`config.mk`:
```
export PLATFORM = sky130hd
export DESIGN_NAME = bev
export DESIGN_NICKNAME = d
export VERILOG_FILES = /design/src/hw/bev_pkg.sv /design/src/hw/bev.sv /design/src/hw/bev_dram_port.sv /design/src/hw/bev_recipe.sv /design/src/hw/bev_order_regs.sv /design/src/hw/bev_ctrl.sv
export SDC_FILE = /design/constraint.sdc
export NUM_CORES = 1
export LEC_CHECK = 0
export ABC_AREA = 1
export BUFFER_PORTS_ARGS = -buffer_cell sky130_fd_sc_hd__buf_2
export CAP_MARGIN = 10
export CORE_MARGIN = 2
export CORE_UTILIZATION = 64
export DETAILED_ROUTE_END_ITERATION = 12
export GPL_TIMING_DRIVEN = 0
export PLACE_DENSITY = 0.88
export SLEW_MARGIN = 10
export SYNTH_ARGS = -nofsm -noshare
export SYNTH_HDL_FRONTEND = slang
export SYNTH_SLANG_ARGS = --single-unit
```
`constraint.sdc`:
```
create_clock -name clk -period 5.73 [get_ports clk]
set_input_delay 0.573 -clock clk [delete_from_list [all_inputs] [get_ports clk]]
set_output_delay 0.573 -clock clk [all_outputs]
set_load 0.02 [all_outputs]
```
`src/hw/bev_pkg.sv`:
```
package bev_pkg;

    localparam int ING_W = 12;
    localparam logic [ING_W-1:0] ING_MAX = 12'd4095;

    // Cup volumes
    localparam int VOL_S = 480;
    localparam int VOL_M = 720;
    localparam int VOL_L = 960;

    typedef enum logic [1:0] {
        make_drink,
        supply,
        check_valid_date
    } action_t;

    typedef enum logic [2:0] {
        black_tea,
        milk_tea,
        extra_milk_tea,
        green_tea,
        green_milk_tea,
        pineapple_juice,
        super_pineapple_tea,
        super_pineapple_milk_tea
    } bev_type_t;

    typedef enum logic [1:0] {
        size_l,
        size_m,
        size_s
    } bev_size_t;

    typedef enum logic [1:0] {
        no_err,
        no_exp,
        no_ing,
        ing_of
    } error_msg_t;

    typedef enum logic [3:0] {
        idle,
        get_type,
        get_size,
        get_date,
        get_box,
        get_supplies,
        wait_bridge,
        read_dram,
        compute,
        write_back
    } state_t;

    // Date word is month in [8:5], day in [4:0]
    typedef logic [ING_W-1:0] order_word_t;

    typedef struct packed {
        logic [ING_W-1:0] black_tea;
        logic [ING_W-1:0] green_tea;
        logic [7:0]       month;
        logic [ING_W-1:0] milk;
        logic [ING_W-1:0] pineapple_juice;
        logic [7:0]       day;
    } bev_record_t;

    typedef struct packed {
        logic        in_valid;
        logic        r_wb;
        logic [7:0]  addr;
        bev_record_t data_w;
    } dram_req_t;

    typedef struct packed {
        logic        out_valid;
        bev_record_t data_r;
    } dram_rsp_t;

    typedef struct packed {
        logic       out_valid;
        error_msg_t err_msg;
        logic       complete;
    } bev_result_t;

    typedef struct packed {
        logic act;
        logic btype;
        logic size;
        logic date;
        logic box;
        logic sup;
    } capture_t;

    // Quarters of the cup volume per ingredient
    typedef struct packed {
        logic [2:0] black_tea;
        logic [2:0] green_tea;
        logic [2:0] milk;
        logic [2:0] pineapple_juice;
    } recipe_t;

    localparam recipe_t RECIPE [8] = '{
        '{3'd4, 3'd0, 3'd0, 3'd0},
        '{3'd3, 3'd0, 3'd1, 3'd0},
        '{3'd2, 3'd0, 3'd2, 3'd0},
        '{3'd0, 3'd4, 3'd0, 3'd0},
        '{3'd0, 3'd2, 3'd2, 3'd0},
        '{3'd0, 3'd0, 3'd0, 3'd4},
        '{3'd2, 3'd0, 3'd0, 3'd2},
        '{3'd2, 3'd0, 3'd1, 3'd1}
    };

endpackage
```
`src/hw/bev.sv`:
```
module bev (
    input  logic                  clk,
    input  logic                  inf,
    input  logic                  sel_action_valid,
    input  logic                  type_valid,
    input  logic                  size_valid,
    input  logic                  date_valid,
    input  logic                  box_no_valid,
    input  logic                  box_sup_valid,
    input  bev_pkg::order_word_t  d,
    input  bev_pkg::dram_rsp_t    dram_rsp,
    output bev_pkg::bev_result_t  result,
    output bev_pkg::dram_req_t    dram_req
);

    bev_pkg::capture_t                 capture;
    bev_pkg::action_t                  act;
    bev_pkg::bev_type_t                btype;
    bev_pkg::bev_size_t                size;
    logic [3:0]                        month;
    logic [4:0]                        day;
    logic [7:0]                        box_no;
    logic [3:0][bev_pkg::ING_W-1:0]    supplies;
    logic                              supplies_full;
    logic                              rd_start;
    logic                              wr_start;
    logic                              compute_en;
    logic                              write_pending;
    bev_pkg::bev_record_t              record;
    bev_pkg::error_msg_t               err_msg;
    logic                              complete;

    bev_ctrl i_ctrl (
        .clk              (clk),
        .inf              (inf),
        .sel_action_valid (sel_action_valid),
        .type_valid       (type_valid),
        .size_valid       (size_valid),
        .date_valid       (date_valid),
        .box_no_valid     (box_no_valid),
        .box_sup_valid    (box_sup_valid),
        .supplies_full    (supplies_full),
        .write_pending    (write_pending),
        .d                (d),
        .act              (act),
        .read_done        (dram_rsp.out_valid),
        .err_msg          (err_msg),
        .complete         (complete),
        .capture          (capture),
        .rd_start         (rd_start),
        .wr_start         (wr_start),
        .compute_en       (compute_en),
        .result           (result)
    );

    bev_order_regs i_order_regs (
        .clk           (clk),
        .inf           (inf),
        .capture       (capture),
        .d             (d),
        .act           (act),
        .btype         (btype),
        .size          (size),
        .month         (month),
        .day           (day),
        .box_no        (box_no),
        .supplies      (supplies),
        .supplies_full (supplies_full)
    );

    bev_recipe i_recipe (
        .clk        (clk),
        .act        (act),
        .btype      (btype),
        .size       (size),
        .month      (month),
        .day        (day),
        .supplies   (supplies),
        .dram_rsp   (dram_rsp),
        .compute_en (compute_en),
        .record     (record),
        .err_msg    (err_msg),
        .complete   (complete)
    );

    bev_dram_port i_dram_port (
        .clk           (clk),
        .inf           (inf),
        .rd_start      (rd_start),
        .wr_start      (wr_start),
        .box_no        (box_no),
        .record        (record),
        .dram_rsp      (dram_rsp),
        .dram_req      (dram_req),
        .write_pending (write_pending)
    );

endmodule

```
`src/hw/bev_dram_port.sv`:
```
module bev_dram_port (
    input  logic                  clk,
    input  logic                  inf,
    input  logic                  rd_start,
    input  logic                  wr_start,
    input  logic [7:0]            box_no,
    input  bev_pkg::bev_record_t  record,
    input  bev_pkg::dram_rsp_t    dram_rsp,
    output bev_pkg::dram_req_t    dram_req,
    output logic                  write_pending
);

    logic       in_valid;
    logic       r_wb;
    logic [7:0] addr;

    // Address and direction latched at issue, box_no may move on
    always_ff @(posedge clk or negedge inf)
    begin
        if (!inf)
        begin
            in_valid <= 1'b0;
            r_wb     <= 1'b0;
            addr     <= 8'd0;
        end
        else
        begin
            in_valid <= rd_start || wr_start;
            if (rd_start || wr_start)
            begin
                r_wb <= rd_start;
                addr <= box_no;
            end
        end
    end

    always_ff @(posedge clk or negedge inf)
    begin
        if (!inf)
            write_pending <= 1'b0;
        else if (wr_start)
            write_pending <= 1'b1;
        else if (dram_rsp.out_valid)
            write_pending <= 1'b0;
    end

    // Write data is the recipe's held record
    always_comb
    begin
        dram_req.in_valid = in_valid;
        dram_req.r_wb     = r_wb;
        dram_req.addr     = addr;
        dram_req.data_w   = record;
    end

    a_no_read_over_write: assert property (@(posedge clk) disable iff (!inf)
        rd_start |-> !write_pending);

    a_pulse_in_valid: assert property (@(posedge clk) disable iff (!inf)
        dram_req.in_valid |=> !dram_req.in_valid);

endmodule

```
`src/hw/bev_recipe.sv`:
```
module bev_recipe (
    input  logic                              clk,
    input  bev_pkg::action_t                  act,
    input  bev_pkg::bev_type_t                btype,
    input  bev_pkg::bev_size_t                size,
    input  logic [3:0]                        month,
    input  logic [4:0]                        day,
    input  logic [3:0][bev_pkg::ING_W-1:0]    supplies,
    input  bev_pkg::dram_rsp_t                dram_rsp,
    input  logic                              compute_en,
    output bev_pkg::bev_record_t              record,
    output bev_pkg::error_msg_t               err_msg,
    output logic                              complete
);

    bev_pkg::recipe_t                     rcp;
    logic [7:0]                           qvol;
    logic [3:0][bev_pkg::ING_W-1:0]       stock;
    logic [3:0][2:0]                      quarters;
    logic [10:0]                          draw [4];
    logic signed [bev_pkg::ING_W:0]       diff [4];
    logic [bev_pkg::ING_W:0]              sum [4];
    logic [3:0][bev_pkg::ING_W-1:0]       clamped;
    logic [3:0]                           short;
    logic [3:0]                           over;
    logic                                 expired;

    assign rcp = bev_pkg::RECIPE[btype];

    // Lane order is black tea, green tea, milk, pineapple juice
    assign stock    = {record.pineapple_juice, record.milk, record.green_tea, record.black_tea};
    assign quarters = {rcp.pineapple_juice, rcp.milk, rcp.green_tea, rcp.black_tea};

    always_comb
    begin
        case (size)
            bev_pkg::size_l: qvol = 8'(bev_pkg::VOL_L / 4);
            bev_pkg::size_m: qvol = 8'(bev_pkg::VOL_M / 4);
            default:         qvol = 8'(bev_pkg::VOL_S / 4);
        endcase
    end

    always_comb
    begin
        for (int i = 0; i < 4; i++)
        begin
            draw[i]    = {3'b000, qvol} * {8'd0, quarters[i]};
            diff[i]    = $signed({1'b0, stock[i]}) - $signed({2'b00, draw[i]});
            short[i]   = diff[i] < 0;
            sum[i]     = {1'b0, stock[i]} + {1'b0, supplies[i]};
            over[i]    = sum[i] > {1'b0, bev_pkg::ING_MAX};
            clamped[i] = over[i] ? bev_pkg::ING_MAX : sum[i][bev_pkg::ING_W-1:0];
        end
    end

    // Stored date earlier than the order date
    assign expired = (record.month < {4'd0, month}) ||
                     (record.month == {4'd0, month} && record.day < {3'd0, day});

    always_comb
    begin
        err_msg = bev_pkg::no_err;
        case (act)
            bev_pkg::make_drink:
                if (expired)
                    err_msg = bev_pkg::no_exp;
                else if (|short)
                    err_msg = bev_pkg::no_ing;
            bev_pkg::supply:
                if (|over)
                    err_msg = bev_pkg::ing_of;
            bev_pkg::check_valid_date:
                if (expired)
                    err_msg = bev_pkg::no_exp;
            default:
                err_msg = bev_pkg::no_err;
        endcase
    end

    assign complete = (err_msg == bev_pkg::no_err);

    always_ff @(posedge clk)
    begin
        if (dram_rsp.out_valid)
            record <= dram_rsp.data_r;
        else if (compute_en && act == bev_pkg::make_drink)
        begin
            record.black_tea       <= diff[0][bev_pkg::ING_W-1:0];
            record.green_tea       <= diff[1][bev_pkg::ING_W-1:0];
            record.milk            <= diff[2][bev_pkg::ING_W-1:0];
            record.pineapple_juice <= diff[3][bev_pkg::ING_W-1:0];
        end
        else if (compute_en && act == bev_pkg::supply)
        begin
            record.black_tea       <= clamped[0];
            record.green_tea       <= clamped[1];
            record.milk            <= clamped[2];
            record.pineapple_juice <= clamped[3];
            record.month           <= {4'd0, month};
            record.day             <= {3'd0, day};
        end
    end

endmodule

```
`src/hw/bev_order_regs.sv`:
```
module bev_order_regs (
    input  logic                              clk,
    input  logic                              inf,
    input  bev_pkg::capture_t                 capture,
    input  bev_pkg::order_word_t              d,
    output bev_pkg::action_t                  act,
    output bev_pkg::bev_type_t                btype,
    output bev_pkg::bev_size_t                size,
    output logic [3:0]                        month,
    output logic [4:0]                        day,
    output logic [7:0]                        box_no,
    output logic [3:0][bev_pkg::ING_W-1:0]    supplies,
    output logic                              supplies_full
);

    logic [1:0] sup_cnt;

    // Order fields
    always_ff @(posedge clk)
    begin
        if (capture.act)
            act <= bev_pkg::action_t'(d[1:0]);
        if (capture.btype)
            btype <= bev_pkg::bev_type_t'(d[2:0]);
        if (capture.size)
            size <= bev_pkg::bev_size_t'(d[1:0]);
        if (capture.date)
        begin
            month <= d[8:5];
            day   <= d[4:0];
        end
        if (capture.box)
            box_no <= d[7:0];
        if (capture.sup)
            supplies[sup_cnt] <= d;
    end

    // Supply word steering, black tea first
    always_ff @(posedge clk or negedge inf)
    begin
        if (!inf)
        begin
            sup_cnt       <= 2'd0;
            supplies_full <= 1'b0;
        end
        else if (capture.act)
        begin
            sup_cnt       <= 2'd0;
            supplies_full <= 1'b0;
        end
        else if (capture.sup)
        begin
            sup_cnt <= sup_cnt + 2'd1;
            if (sup_cnt == 2'd3)
                supplies_full <= 1'b1;
        end
    end

endmodule

```
`src/hw/bev_ctrl.sv`:
```
module bev_ctrl (
    input  logic                  clk,
    input  logic                  inf,
    input  logic                  sel_action_valid,
    input  logic                  type_valid,
    input  logic                  size_valid,
    input  logic                  date_valid,
    input  logic                  box_no_valid,
    input  logic                  box_sup_valid,
    input  logic                  supplies_full,
    input  logic                  write_pending,
    input  bev_pkg::order_word_t  d,
    input  bev_pkg::action_t      act,
    input  logic                  read_done,
    input  bev_pkg::error_msg_t   err_msg,
    input  logic                  complete,
    output bev_pkg::capture_t     capture,
    output logic                  rd_start,
    output logic                  wr_start,
    output logic                  compute_en,
    output bev_pkg::bev_result_t  result
);

    bev_pkg::state_t  state;
    bev_pkg::state_t  next_state;
    bev_pkg::action_t new_act;
    logic             need_wb;

    assign new_act = bev_pkg::action_t'(d[1:0]);

    // Write back on a good drink or on any supply
    assign need_wb = (act == bev_pkg::supply) ||
                     (act == bev_pkg::make_drink && err_msg == bev_pkg::no_err);

    always_comb
    begin
        capture.act   = (state == bev_pkg::idle) && sel_action_valid;
        capture.btype = (state == bev_pkg::get_type) && type_valid;
        capture.size  = (state == bev_pkg::get_size) && size_valid;
        capture.date  = (state == bev_pkg::get_date) && date_valid;
        capture.box   = (state == bev_pkg::get_box) && box_no_valid;
        capture.sup   = (state == bev_pkg::get_supplies) && box_sup_valid;
    end

    assign rd_start   = (state == bev_pkg::wait_bridge) && !write_pending;
    assign wr_start   = (state == bev_pkg::write_back);
    assign compute_en = (state == bev_pkg::compute);

    always_comb
    begin
        next_state = state;
        case (state)
            bev_pkg::idle:
                if (capture.act)
                    next_state = (new_act == bev_pkg::make_drink) ? bev_pkg::get_type
                                                                 : bev_pkg::get_date;
            bev_pkg::get_type:
                if (capture.btype)
                    next_state = bev_pkg::get_size;
            bev_pkg::get_size:
                if (capture.size)
                    next_state = bev_pkg::get_date;
            bev_pkg::get_date:
                if (capture.date)
                    next_state = bev_pkg::get_box;
            bev_pkg::get_box:
                if (capture.box)
                    next_state = (act == bev_pkg::supply) ? bev_pkg::get_supplies
                                                          : bev_pkg::wait_bridge;
            bev_pkg::get_supplies:
                if (supplies_full)
                    next_state = bev_pkg::wait_bridge;
            // Hold here until the previous write is answered
            bev_pkg::wait_bridge:
                if (rd_start)
                    next_state = bev_pkg::read_dram;
            bev_pkg::read_dram:
                if (read_done)
                    next_state = bev_pkg::compute;
            bev_pkg::compute:
                next_state = need_wb ? bev_pkg::write_back : bev_pkg::idle;
            bev_pkg::write_back:
                next_state = bev_pkg::idle;
            default:
                next_state = bev_pkg::idle;
        endcase
    end

    always_ff @(posedge clk or negedge inf)
    begin
        if (!inf)
            state <= bev_pkg::idle;
        else
            state <= next_state;
    end

    always_ff @(posedge clk or negedge inf)
    begin
        if (!inf)
        begin
            result.out_valid <= 1'b0;
            result.err_msg   <= bev_pkg::no_err;
            result.complete  <= 1'b0;
        end
        else if (state == bev_pkg::compute)
        begin
            result.out_valid <= 1'b1;
            result.err_msg   <= err_msg;
            result.complete  <= complete;
        end
        else
        begin
            result.out_valid <= 1'b0;
            result.err_msg   <= bev_pkg::no_err;
            result.complete  <= 1'b0;
        end
    end

    a_one_strobe: assert property (@(posedge clk) disable iff (!inf)
        $onehot0({sel_action_valid, type_valid, size_valid,
                  date_valid, box_no_valid, box_sup_valid}));

    // Bridge answers only a read in flight or a pending write
    a_expected_response: assert property (@(posedge clk) disable iff (!inf)
        read_done |-> (state == bev_pkg::read_dram) || write_pending);

endmodule

```
==> results.toml <==
[floorplanning]
pin_count = 163
die_h_um = 140
fp.dieArea_um2 = 19700
start_util_pct = 65.7
die_x_um = 140
core_area_um2 = 18100
rows = 49

[cts]
cts_buffers = 17
cts.path.max_buffers = 2
post_cts_buffers = 0
cts_hold_buf = 0
cts_tree = "done"
clock_sinks = 158
clock_latency_ns = 0.45
path_clk_slew_ns = 0.07
htreeDepth = 4
cts_resized = 0
cts_root_buf = "clkbuf_16"

[routing]
routed_wl_mm = 35.3
ant_nets = 0
drt-pass1-iter-count = 6
vias = 10800
drc = 0
viasPerCell = 5.91
wl_per_cell_um = 19.4
drt_iter0_drc = 1090

[power_and_ir_drop]
p_leak_nw = 6.71
ir_drop_mv = 0.364
p_per_area_nw_per_um2 = 346

[worst_setup_path]
worstPathCellList = "clkinv_1 > nand2_1 > clkbuf_1 > nand2_1 > fa_1 > inv_1 > fa_1 > inv_1 > ha_1 > a21oi_1 > nor2_1 > nor2_1 > nand3_1 > nand2_1 > nand2_1 > o21ai_0 > nand2_1 > nand2_1 > nand2_1"
end_kind = "flip-flop"
r2r_slack_ns = 1.07
start_kind = "flip-flop"
crit_buf_inv = 4
crit_path_top_delay_cell = "clkbuf_1"
worstPathRequired_ns = 5.92
critPathKind = "flip-flop to flip-flop"
crit_fanout = 10
cp_slowest_stage_delay_ns = 0.55
path_delay_family = "adder cells"
cp_common_cell = "nand2_1"
cp_data_arrival_time_ns = 4.85

[place]
dp_hpwl_mm = 26.2
place.gp.congestion = 0.960
io_buffers = 161

[synth]
synth_ff_type = "edfxtp_1"
netlist_top_cells_area = "edfxtp_1 (34%), ha_1 (13%), nand2_1 (10%), inv_1 (7.1%), dfrtp_1 (4.6%)"
yosys_warnings = 0
ys_seq_area_share_pct = 39.0
syn_nets = 1639
synth_most_common_cell = "nand2_1"
syn_area_um2 = 11900
ys_top_cells_by_count = "nand2_1 (322), inv_1 (224), edfxtp_1 (136)"
synth-seq-cells = 158
netlist.area_leader.share_pct = 34.4
synth_cell_types = 49
postSynthAreaPerCell_um2 = 8.48
async_reset_ff_share_pct = 13.9
syn_inst = 1401
synth_top_area_cell = "edfxtp_1"
synth-edff-count = 136

[global_route]
gr-total-overflow = 0
antenna_found_initial = 1
grt_pass1_wl_mm = 53.9
track_usage_pct = 36.2
grt_max_degree = 28
grt_pass1_vias = 10500

[timing]
min_period_over_period_pct = 81.3
hold_violations = 0
setup-violations-final = 0
drv_slew = 0
worstMarginPinSlew_ns = 1.09
maxSlewHeadroom_pct = 26.8
timing.hold.ws_ns = 0.0792
finalClockSkew_ns = 0.0177
rsz0062_at_grt = "false"
period_needed_ns = 4.66
tns_ns = 0
fmax_mhz = 215

[layout]
multi_input_area_um2 = 6260
drive_above_1_share_pct = 15.6
fin_nets = 1820
seqCellArea_um2 = 4630
synthToLayoutAreaGrowth_pct = 14.4
fillers = 1267

[outcome]
outcome = "completed"

[job]
drv_cap = 0

[min_path]
worstHoldPathType = "primary input to async pin"
-- final timing paths --
kind | cells after the start | end | from
setup / recovery | 19 | i_recipe.record[19] | i_order_regs.size[1]
hold / removal | 1 | i_dram_port.addr[3] | inf
setup reg to reg | 19 | i_recipe.record[19] | i_order_regs.size[1]
hold reg to reg | 1 | i_dram_port.addr[5] | i_order_regs.box_no[5]
max in group asynchronous | 1 | i_ctrl.state[1] | inf
min in group clk | 3 | i_recipe.record[37] | dram_rsp[37]
-- per-stage QoR --
step | util, % | cell area, um2 | instances | power, W | setup slack, ns
2_1_floorplan | - | 11900 | 1401 | 0.00299 | 2.15
3_3_place_gp | 71.7 | 13000 | 1791 | 0.00344 | 1.45
3_5_place_dp | 71.8 | 13000 | 1792 | 0.00351 | 1.35
4_1_cts | 75.1 | 13600 | 1824 | 0.00465 | 1.26
5_1_grt | 75.1 | 13600 | 1824 | 0.00498 | 0.784
6_report | 75.1 | 13600 | 1825 | 0.00470 | 1.07
-- area by class of cell --
class / count / area share, %
multi-input combinational: 993 / 46.1
sequential: 158 / 34.1
clock buffer: 18 / 3.32
buffer: 22 / 0.921
inverter: 228 / 6.34
clock inverter: 14 / 1.02
antenna: 1 / 0.0184
timing repair buffer: 162 / 6.08
tap: 229 / 2.11
-- power by group --
group / leakage (nW) / internal (W) / switching, W / total, W
logic: 4.87 / 0.000739 / 0.00129 / 0.00203
clock network: 0.291 / 0.000605 / 0.000553 / 0.00116
registers: 1.55 / 0.00141 / 0.000104 / 0.00152
-- placed cells by master (no fill, tap or decap), types with 3 or more instances in the layout --
master	instances
nor2_4	3
buf_2	165
or2_2	5
ha_1	126
inv_8	4
inv_4	3
nor3_1	12
clkbuf_16	18
a21oi_2	8
a31oi_1	7
buf_6	4
xnor2_1	25
fa_1	27
inv_1	224
nor2_1	106
mux2_2	8
clkbuf_1	11
nand4_1	14
o21ai_0	81
a21oi_1	104
xor2_1	19
inv_6	4
dfrtp_1	22
a22o_1	7
nor2_2	4
nand3_1	65
nand2_1	322
nand3_2	4
o21ai_1	10
edfxtp_1	136
o21a_1	6
o21bai_1	8
-- sequential cells by signal, summed over array words and instances, names as in the netlist --
| name | count |
|---|---|
| i_order_regs.btype | 3 |
| i_dram_port.addr | 8 |
| i_ctrl.state | 4 |
| i_order_regs.act | 2 |
| i_order_regs.box_no | 8 |
| i_order_regs.size | 2 |
| i_order_regs.sup_cnt | 2 |
| i_order_regs.month | 4 |
| i_dram_port.r_wb | 1 |
| i_order_regs.supplies | 48 |
| i_order_regs.supplies_full | 1 |
| i_dram_port.write_pending | 1 |
| i_recipe.record | 64 |
| i_order_regs.day | 5 |
| i_ctrl.result | 4 |
| i_dram_port.in_valid | 1 |
-- per-layer routing --
| layer | part of all wire [%] | GRT usage (%) | routed length [um] | vias to the layer above |
|---|---|---|---|---|
| met4 | 5.1 | 17.4 | 1800 | 0 |
| met2 | 46 | 59.9 | 16300 | 652 |
| met3 | 12 | 8.75 | 4270 | 137 |
| met1 | 37 | 44.9 | 13000 | 4987 |
| met5 | 0 | 0 | 0 | - |
| li1 | - | - | - | 5017 |
-- logic make-up (layout without fill, tap and decap cells) --
logic type / count (synthesis) / after routing / share of synthesized area (%)
xor+xnor: 44 / 44 / 3.25
flops: 158 / 158 / 39.0
fa+ha+maj: 153 / 153 / 17.8
simple gates: 545 / 545 / 19.3
other cells: 0 / 1 / 0
mux: 8 / 8 / 0.759
buf+inv: 250 / 444 / 8.30
compound gates: 243 / 243 / 11.5
Power figures use the tool's default switching activity.
